--- config.mk ---
export PLATFORM = sky130hd
export DESIGN_NAME = fire_expand_top
export DESIGN_NICKNAME = d
export VERILOG_FILES = /design/src/common/conv_pkg.sv /design/src/expand3_layer/coef_rom.sv /design/src/expand3_layer/expand3_layer.sv /design/src/expand3_layer/mac_lane.sv /design/src/fire_expand_top.sv
export SDC_FILE = /design/constraint.sdc
export NUM_CORES = 2
export LEC_CHECK = 0
export BUFFER_PORTS_ARGS = -buffer_cell sky130_fd_sc_hd__buf_2
export CAP_MARGIN = 30
export CORE_ASPECT_RATIO = 0.8
export CORE_MARGIN = 5
export CORE_UTILIZATION = 70
export CTS_BUF_LIST = sky130_fd_sc_hd__clkbuf_2 sky130_fd_sc_hd__clkbuf_4 sky130_fd_sc_hd__clkbuf_8
export DETAILED_ROUTE_END_ITERATION = 16
export PLACE_DENSITY = 0.87
export SKIP_LAST_GASP = 1
export SYNTH_ARGS = -nofsm -noshare
export SYNTH_HDL_FRONTEND = slang
export SYNTH_HIERARCHICAL = 1
export SYNTH_SLANG_ARGS = --single-unit
--- constraint.sdc ---
create_clock -name clk -period 21.7 [get_ports clk]
set_clock_uncertainty 0.2 [all_clocks]
set_input_delay 3.255 -clock clk [delete_from_list [all_inputs] [get_ports clk]]
set_output_delay 3.255 -clock clk [all_outputs]
set_load 0.005 [all_outputs]
--- src/common/conv_pkg.sv ---
package conv_pkg;

	localparam int LANES   = 8;                  // Output channels computed in parallel.
	localparam int CHIN    = 4;                  // Input channels per window.
	localparam int KDIM    = 3;                  // Kernel side.
	localparam int WIN_LEN = KDIM * KDIM * CHIN; // Products per window.
	localparam int WOUT    = 4;                  // Output map side.
	localparam int NWIN    = WOUT * WOUT;        // Windows per layer run.
	localparam int PIX_W   = 16;                 // Feature and weight word width.
	localparam int FRAC    = 14;                 // Q2.14 fraction bits.
	localparam int ACC_W   = 33;                 // Window sum in Q.28 with headroom.
	localparam int POS_W   = $clog2(WIN_LEN);    // Window position counter width.
	localparam int WCNT_W  = $clog2(NWIN) + 1;   // Window counter reaches NWIN.

	typedef logic signed [PIX_W-1:0] pix_t;
	typedef logic signed [ACC_W-1:0] acc_t;

	typedef pix_t [LANES-1:0] pix_vec_t;
	typedef acc_t [LANES-1:0] acc_vec_t;

	// One pipeline item. first and last mark the window boundaries,
	// so back-to-back windows need no separate clear.
	typedef struct packed {
		logic valid;
		logic first; // First product of a window.
		logic last;  // Last product of a window.
		pix_t pix;
	} stream_t;

	// Weight rule shared by the coefficient ROM and the testbench model.
	// Values span -8..8 times 1024, so both signs appear across lanes.
	function automatic pix_t weight_of(input int lane, input int pos);
		int step;
		step = (lane * 7 + pos * 3) % 17 - 8;
		return pix_t'(step * 1024);
	endfunction

	// Bias per lane in Q.28 (lane-3)/64.
	function automatic acc_t bias_of(input int lane);
		int b;
		b = (lane - 3) * (1 << 22);
		return acc_t'(b);
	endfunction

	// Output rule, used by the RTL output stage and the testbench model.
	// Let s be the window sum of products plus the lane bias.
	// A negative s gives 0 (ReLU).
	// Otherwise the output is a zero sign bit followed by s[28:14],
	// which rescales Q.28 back to Q2.14 with no saturation.

endpackage

--- src/expand3_layer/coef_rom.sv ---
`timescale 1ns/10ps

module coef_rom (
	input  logic [conv_pkg::POS_W-1:0] addr,
	output conv_pkg::pix_vec_t         weights,
	output conv_pkg::acc_vec_t         biases
);

	typedef conv_pkg::pix_vec_t [conv_pkg::WIN_LEN-1:0] wtab_t;

	function automatic wtab_t build_wtab();
		wtab_t t;
		for (int p = 0; p < conv_pkg::WIN_LEN; p++) begin
			for (int l = 0; l < conv_pkg::LANES; l++) begin
				t[p][l] = conv_pkg::weight_of(l, p);
			end
		end
		return t;
	endfunction

	function automatic conv_pkg::acc_vec_t build_bias();
		conv_pkg::acc_vec_t b;
		for (int l = 0; l < conv_pkg::LANES; l++) begin
			b[l] = conv_pkg::bias_of(l);
		end
		return b;
	endfunction

	// Tables are fixed at elaboration and map onto constant memories.
	localparam wtab_t              WTAB = build_wtab();
	localparam conv_pkg::acc_vec_t BTAB = build_bias();

	always_comb begin
		if (addr < conv_pkg::POS_W'(conv_pkg::WIN_LEN)) begin
			weights = WTAB[addr];
		end else begin
			weights = '0; // Unused positions read as zero.
		end
	end

	assign biases = BTAB;

endmodule

--- src/expand3_layer/expand3_layer.sv ---
`timescale 1ns/10ps

module expand3_layer (
	input  logic               clk,
	input  logic               rst,
	input  logic               en,
	input  conv_pkg::pix_t     ifm,
	input  logic               ram_busy,
	output logic               sample,
	output conv_pkg::pix_vec_t ofm,
	output logic               finish
);

	logic                        accept;
	logic                        done;
	logic [conv_pkg::POS_W-1:0]  pos;
	logic [conv_pkg::WCNT_W-1:0] win_cnt;

	conv_pkg::pix_vec_t          rom_w;
	conv_pkg::acc_vec_t          rom_b;

	conv_pkg::stream_t           s1_item;
	conv_pkg::pix_vec_t          s1_ker;

	conv_pkg::acc_vec_t          lane_acc;
	logic [conv_pkg::LANES-1:0]  lane_valid;
	logic                        win_done;
	conv_pkg::acc_vec_t          sum;

	assign accept = en && !done; // Input is ignored once the layer is done.

	// Window position sequencer, also the ROM address.
	always_ff @(posedge clk or negedge rst) begin
		if (!rst) begin
			pos <= '0;
		end else if (accept) begin
			if (pos == conv_pkg::POS_W'(conv_pkg::WIN_LEN - 1)) begin
				pos <= '0;
			end else begin
				pos <= pos + 1'b1;
			end
		end
	end

	coef_rom u_coef_rom (
		.addr    (pos),
		.weights (rom_w),
		.biases  (rom_b)
	);

	// Stage 1 item. An idle cycle leaves an invalid item that lanes skip.
	always_ff @(posedge clk or negedge rst) begin
		if (!rst) begin
			s1_item <= '0;
		end else begin
			s1_item.valid <= accept;
			s1_item.first <= pos == '0;
			s1_item.last  <= pos == conv_pkg::POS_W'(conv_pkg::WIN_LEN - 1);
			s1_item.pix   <= ifm;
		end
	end

	always_ff @(posedge clk) begin
		if (accept) begin
			s1_ker <= rom_w; // Weights for this position, all lanes.
		end
	end

	for (genvar l = 0; l < conv_pkg::LANES; l++) begin : g_lane
		mac_lane u_mac_lane (
			.clk       (clk),
			.rst       (rst),
			.item      (s1_item),
			.ker       (s1_ker[l]),
			.acc       (lane_acc[l]),
			.acc_valid (lane_valid[l])
		);
	end

	assign win_done = &lane_valid; // All lanes close a window together.

	always_comb begin
		for (int l = 0; l < conv_pkg::LANES; l++) begin
			sum[l] = lane_acc[l] + rom_b[l];
		end
	end

	// Output stage with ReLU and rescale from Q.28 to Q2.14.
	always_ff @(posedge clk or negedge rst) begin
		if (!rst) begin
			ofm    <= '0;
			sample <= 1'b0;
		end else begin
			sample <= win_done;
			if (win_done) begin
				for (int l = 0; l < conv_pkg::LANES; l++) begin
					if (sum[l][conv_pkg::ACC_W-1]) begin
						ofm[l] <= '0;
					end else begin
						ofm[l] <= {1'b0, sum[l][2*conv_pkg::FRAC:conv_pkg::FRAC]};
					end
				end
			end
		end
	end

	// Layer end after the last output window.
	always_ff @(posedge clk or negedge rst) begin
		if (!rst) begin
			win_cnt <= '0;
			done    <= 1'b0;
		end else if (win_done && !done) begin
			win_cnt <= win_cnt + 1'b1;
			if (win_cnt == conv_pkg::WCNT_W'(conv_pkg::NWIN - 1)) begin
				done <= 1'b1;
			end
		end
	end

	assign finish = done && !ram_busy; // Held back while the feature RAM is busy.

endmodule

--- src/expand3_layer/mac_lane.sv ---
`timescale 1ns/10ps

module mac_lane (
	input  logic              clk,
	input  logic              rst,
	input  conv_pkg::stream_t item,
	input  conv_pkg::pix_t    ker,
	output conv_pkg::acc_t    acc,
	output logic              acc_valid
);

	logic signed [2*conv_pkg::PIX_W-1:0] prod; // Q.28 product.
	conv_pkg::acc_t                      prod_ext;

	assign prod     = item.pix * ker;
	assign prod_ext = conv_pkg::acc_t'(prod); // Sign extend to accumulator width.

	// Running window sum of products.
	always_ff @(posedge clk) begin
		if (item.valid) begin
			if (item.first) begin
				acc <= prod_ext;       // Start a new window.
			end else begin
				acc <= acc + prod_ext;
			end
		end
	end

	// Window is complete one cycle after its last product.
	always_ff @(posedge clk or negedge rst) begin
		if (!rst) begin
			acc_valid <= 1'b0;
		end else begin
			acc_valid <= item.valid && item.last;
		end
	end

endmodule

--- src/fire_expand_top.sv ---
`timescale 1ns/10ps

module fire_expand_top (
	input  logic               clk,
	input  logic               rst,
	input  logic               en,
	input  conv_pkg::pix_t     ifm,
	input  logic               ram_busy,
	output logic               sample,
	output conv_pkg::pix_vec_t ofm,
	output logic               finish
);

	// Subsystem boundary around the expand 3x3 layer.
	expand3_layer u_expand3_layer (
		.clk      (clk),
		.rst      (rst),
		.en       (en),
		.ifm      (ifm),
		.ram_busy (ram_busy),
		.sample   (sample),
		.ofm      (ofm),
		.finish   (finish)
	);

endmodule

# Word level (Yosys, flattened, before mapping)

Memories as Yosys holds them, arrays and structs flattened. A register that Yosys moved wholly into a read port is not among the register bits.
Cells that the tools add are included.

Memories kept: 1
Register bits: 425
Logic and storage cells: 80
Bits in read-only memories: 8192
Output and inout port bits: 130

Muxes and demuxes: 17
Order comparisons: 1
$mul: 8
Add/subtract/negate cells: 17
Reductions and logical operators: 9
Equality and inequality tests: 2

Memory list:

| name            | depth | width | read ports | clocked after Yosys merged registers in | write ports | RTL line       | source |
|---|---|---|---|---|---|---|---|
| (no name shown) | 64    | 128   | 1          | 1                                       | 0           | coef_rom.sv:35 | `weights = WTAB[addr];` |

Operators by type and width:

| kind                                                | count |
|---|---|
| adder 33 x 32 -> 33 bit                             | 8 |
| two-way mux 33 bit                                  | 8 |
| multiplier 16 x 16 -> 32 bit                        | 8 |
| two-way mux 15 bit                                  | 8 |
| adder 33 x 25 -> 33 bit, second input constant      | 3 |
| adder 33 x 24 -> 33 bit, second input constant      | 2 |
| adder 33 x 23 -> 33 bit, second input constant      | 1 |
| adder 33 x 26 -> 33 bit, second input constant      | 1 |
| adder 6 x 1 -> 6 bit, second input constant         | 1 |
| equality test 6 bit, second input constant          | 1 |
| zero test 6 bit                                     | 1 |
| less-than comparator 6 bit, second input constant   | 1 |
| two-way mux 6 bit                                   | 1 |
| adder 5 x 1 -> 5 bit, second input constant         | 1 |
| equality test 5 x 4 -> 1 bit, second input constant | 1 |
| logical AND 1 bit                                   | 4 |
| zero test 1 bit                                     | 3 |
| AND reduction 2 bit                                 | 1 |

# Depth between registers and ports, before layout

Depth after elaboration: 3
Gate-level depth with buffers: 33
Gate-level depth less buffers: 32

# Cells and area by module

Netlist, hierarchy kept.

Modules (own cells, without submodules):

| module                                              | area an instance (um2) | cells an instance | instances |
|---|---|---|---|
| mac_lane (u_expand3_layer.g_lane[1].u_mac_lane ...) | 13220.2                | 1462              | 4 |
| expand3_layer                                       | 18139.9                | 1676              | 1 |
| mac_lane (u_expand3_layer.g_lane[5].u_mac_lane)     | 13002.5                | 1415              | 1 |
| mac_lane (u_expand3_layer.g_lane[0].u_mac_lane)     | 12952.4                | 1435              | 1 |
| mac_lane (u_expand3_layer.g_lane[6].u_mac_lane)     | 12871.1                | 1407              | 1 |
| mac_lane (u_expand3_layer.g_lane[7].u_mac_lane)     | 12680.9                | 1382              | 1 |
| coef_rom                                            | 4837.1                 | 706               | 1 |

# Worst setup path before layout

No wires, ideal clock.

Path type: reg-to-reg
From: register u_expand3_layer/s1_item[15] (netlist bit)
To: register u_expand3_layer.g_lane[5].u_mac_lane.acc[32] (data pin)
Period minus slack after synthesis: 8.515 ns
Stages on the path, launching flop included: 30
Library setup time: 0.264 ns
Data required time: 21.236 ns
Arrival: 8.050 ns
Setup slack: 13.185 ns
Cell sequence: dfrtp_1 clkbuf_1 nand2_1 inv_1 fa_1 inv_1 fa_1 inv_1 fa_1 fa_1 fa_1 inv_1 fa_1 inv_1 ha_1 a2111oi_0 nand2b_1 nor4b_1 o31ai_1 xnor2_1 ha_1 a21oi_1 o21ai_2 a211oi_1 nand3_2 a2111oi_4 o41ai_2 and3_1 a211o_1 xnor2_1

Cells in the longest elaborated chain, start to end: 3

RTL lines:

| element                        | RTL line            | source |
|---|---|---|
| from (decl)                    | expand3_layer.sv:22 | `conv_pkg::stream_t s1_item;` |
| multiplier 16 x 16 -> 32 bit * | mac_lane.sv:15      | `assign prod = item.pix * ker;` |
| adder 33 x 32 -> 33 bit        | mac_lane.sv:24      | `acc <= acc + prod_ext;` |
| two-way mux 33 bit *           | mac_lane.sv:21      | `if (item.first) begin` |
| to (signal assigned)           | mac_lane.sv:22      | `acc <= prod_ext;` |
| to (signal assigned)           | mac_lane.sv:24      |  |
| to (decl)                      | mac_lane.sv:8       | `output conv_pkg::acc_t acc,` |

Every way passes the cells marked *; elsewhere a longest branch is shown, timed or not.
A chain may end at the register's enable or synchronous reset.

# Worst setup path after layout

From: register u_expand3_layer/s1_item[9] (netlist bit)
To: register u_expand3_layer.g_lane[2].u_mac_lane.acc[28] (data pin)

Cells in the longest elaborated chain, start to end: 3

RTL lines:

| element                        | RTL line |
|---|---|
| multiplier 16 x 16 -> 32 bit * | mac_lane.sv:15 |
| adder 33 x 32 -> 33 bit        | mac_lane.sv:24 |
| two-way mux 33 bit *           | mac_lane.sv:21 |
| to (signal assigned)           | mac_lane.sv:22 |
| to (signal assigned)           | mac_lane.sv:24 |
| to (decl)                      | mac_lane.sv:8 |

Marked as above.

==> key figures <==
Outcome
  • Status: finished clean

Finish
  • Fin nets: 17073
  • Fillcell total: about 13000
  • Share of cells above drive strength 1: between 5 and 6%
  • Area of the multi-input gates: 98800 sq um
  • Layout area overhead: 2.98%
  • Register area: 15800 sq um
  • Final Cell Area: about 130000 sq um
  • Most frequent cells in the layout: inv_1 (2564), fa_1 (2104), nand2_1 (1423)
  • Commonest non-fill, non-tap cell in the layout: inv_1

Synth
  • Synth Flop Type: edfxtp_1
  • Avg Cell Area, Syn: between 9 and 10 sq um
  • Async SR Flop Fraction: slightly below 30%
  • Flops & latches, synth: 552
  • Yosys cell types: 130
  • Post-synth EDFFs: around 390
  • Mapped Area: ~130000 sq um
  • Cells after Synth: ~14000
  • Seq/Total Area, Yosys: between 10 and 15%
  • Synth warn: 6

Setup path
  • Crit-path most repeated cell: fa_1
  • Slowest library cell on the worst path: dfrtp_4
  • Worst path arrival time: ~11 ns
  • CP max stage delay: between 0.7 and 0.8 ns
  • Crit Path Category: flip-flop to flip-flop
  • Worst setup EP type: flip-flop
  • Startpoint Class: flip-flop
  • CP Launch Point: u_expand3_layer/s1_item[9]
  • RR Startpoint: u_expand3_layer/s1_item[9]
  • Top cell family by delay on the critical path: adder cells
  • WP buf/inv: 6
  • CP Data Required Time: roughly 22 ns
  • CP Max Fanout: between 40 and 50

STA
  • Fmax: approximately 99 MHz
  • Max Slew Vio Count: 0
  • RSZ-0062 raised after global routing: false
  • Final period utilization: a little under half
  • Final Setup Violations: 0
  • Fin. Hold Viols: 0
  • Rel. slew slack: 26.7%
  • Tmin final: 10.14 ns
  • Actual slew at the worst max-slew pin: about 1.1 ns
  • Setup_tns: 0 ns

Floorplan
  • Initial Utilization: between 70% and 80%
  • Die Height: approximately 390 um
  • Core area: 181000 sq um
  • Die area: about 190000 sq um
  • Top-level I/O count: 150
  • Cell Rows: 140
  • Overall die width: 487 um

Placement
  • Hpwl dp: around 230 mm
  • Area of placed instances: around 130000 sq um
  • Count of buffers from port buffering: between 100 and 150
  • GPL Wtd Cong: between 0.9 and 1

Clock network
  • Clk pin slew, worst setup/hold paths: 0.07 ns
  • Latest clock arrival within the worst-skew pair: 0.92 ns
  • Clock Root Buffer: clkbuf_8
  • Clk buf depth: 3
  • Post-CTS Setup Bufs: 0
  • CTS Buf Count: ~110
  • Gates resized, CTS repair: 0
  • Hold buffers post-CTS: 0
  • TritonCTS Sinks: between 500 and 600
  • Htree depth: 3
  • CTS tree: built

Run
  • Max cap viols: 0

Route
  • # DRC: 0
  • DRT iter0 DRCs: slightly above 8000
  • Via count of the routed design: between 90000 and 100k
  • Avg WL per Cell: 18.5 um
  • DR vias/cell: just under 6
  • Total wire length: 302 mm
  • DR pass1 iterations: 6
  • ANT nets after route: 0

Global routing
  • Global route total overflow: 0
  • First-pass GRT wire length: approximately 510 mm
  • Vias in the first global route: roughly 100k
  • Gr usage total: between 30% and 40%
  • Initial antenna violation count: 5
  • Largest net degree at the start of global routing: roughly 140

Hold path
  • Hold Crit Class: flip-flop to flip-flop
  • Min-delay src: u_expand3_layer/ofm[64]
worst paths after layout:
kind / end / slack, ns / cells past startpoint
worst min-delay path: u_expand3_layer/ofm[64] / 0.27 / 2
worst max-delay path: u_expand3_layer/g_lane[2].u_mac_lane/acc[28] / 11.56 / 31
worst max register to register: u_expand3_layer/g_lane[2].u_mac_lane/acc[28] / 11.56 / 31
max in group asynchronous: u_expand3_layer/s1_item[17] / 17.04 / 3
worst min register to register: u_expand3_layer/ofm[64] / 0.27 / 2
min in group asynchronous: u_expand3_layer/ofm[1] / 2.22 / 1
flip-flops by register name (all words and copies together) (netlist names):
name and count:
u_expand3_layer/g_lane.u_mac_lane/acc 264, u_expand3_layer/pos 6, u_expand3_layer/win_cnt 5, u_expand3_layer/ofm 120
u_expand3_layer/s1_item 19, u_expand3_layer/s1_ker 128, u_expand3_layer/g_lane.u_mac_lane/acc_valid 8, u_expand3_layer/done 1
u_expand3_layer/sample 1
synthesized netlist by cell type, drive strengths merged, types with 243 or more instances:
master  instances  area [sq um]
inv          2564          9620
fa           2104         42100
nand2        1424          5350
ha           1204         15100
and2         1027          6430
a21oi         596          3030
o21ai         493          2550
nor2          422          1600
buf           419          3060
xnor2         418          3670
edfxtp        392         11800
clkbuf        362          1380
a21o          243          1830
stage by stage:
| stage | util, % | std cells | hold slack, ns | worst slack (ns) |
|---|---|---|---|---|
| floorplan | - | 14218 | 0.239 | 13.19 |
| global route | 72.3 | 16256 | 0.289 | 11.09 |
| CTS | 72.3 | 16249 | 0.277 | 11.80 |
| finish | 72.3 | 16259 | 0.271 | 11.56 |
| detailed placement | 70.8 | 16050 | 0.262 | 11.80 |
| global placement | 70.8 | 16050 | 0.256 | 12.07 |
worst min-delay path, stage by stage (launching register included):
cell,delay [ns]
dfrtp_1,0.34
nand2_1,0.05
o31ai_1,0.05
routing by layer:
layer / GRT usage [%] / share of wire [%] / up-vias
met4: 9.95 / 3.4 / 4
met3: 7.29 / 11 / 831
met2: 50.5 / 45 / 4822
met1: 45.4 / 41 / 47062
met5: 0 / 0.064 / -
li1: - / - / 43738
final cells by class:
| class | count | area share, % |
|---|---|---|
| clock buffers | 145 | 1.44 |
| clock inverters | 54 | 0.543 |
| diodes | 9 | 0.0172 |
| well taps | 2414 | 2.30 |
| multi-input cells | 10320 | 75.4 |
| inverters | 2565 | 7.34 |
| repair buffers | 200 | 0.921 |
| flip-flops and latches | 552 | 12.1 |
cell families after synthesis:
logic type	Yosys count	synth area share (%)
AO/OA/AOI/OAI	2264	12.2
XOR/XNOR	597	4.12
adder cells (fa/ha/maj)	3308	44.9
buffers and inverters	3346	11.0
flip-flops	552	12.4
multiplexers	91	0.806
other	3	0.00884
AND/OR/NAND/NOR	3708	14.6
Power is not shown: default switching activity piles up to over one toggle a cycle in this logic, so the estimate is an artifact.
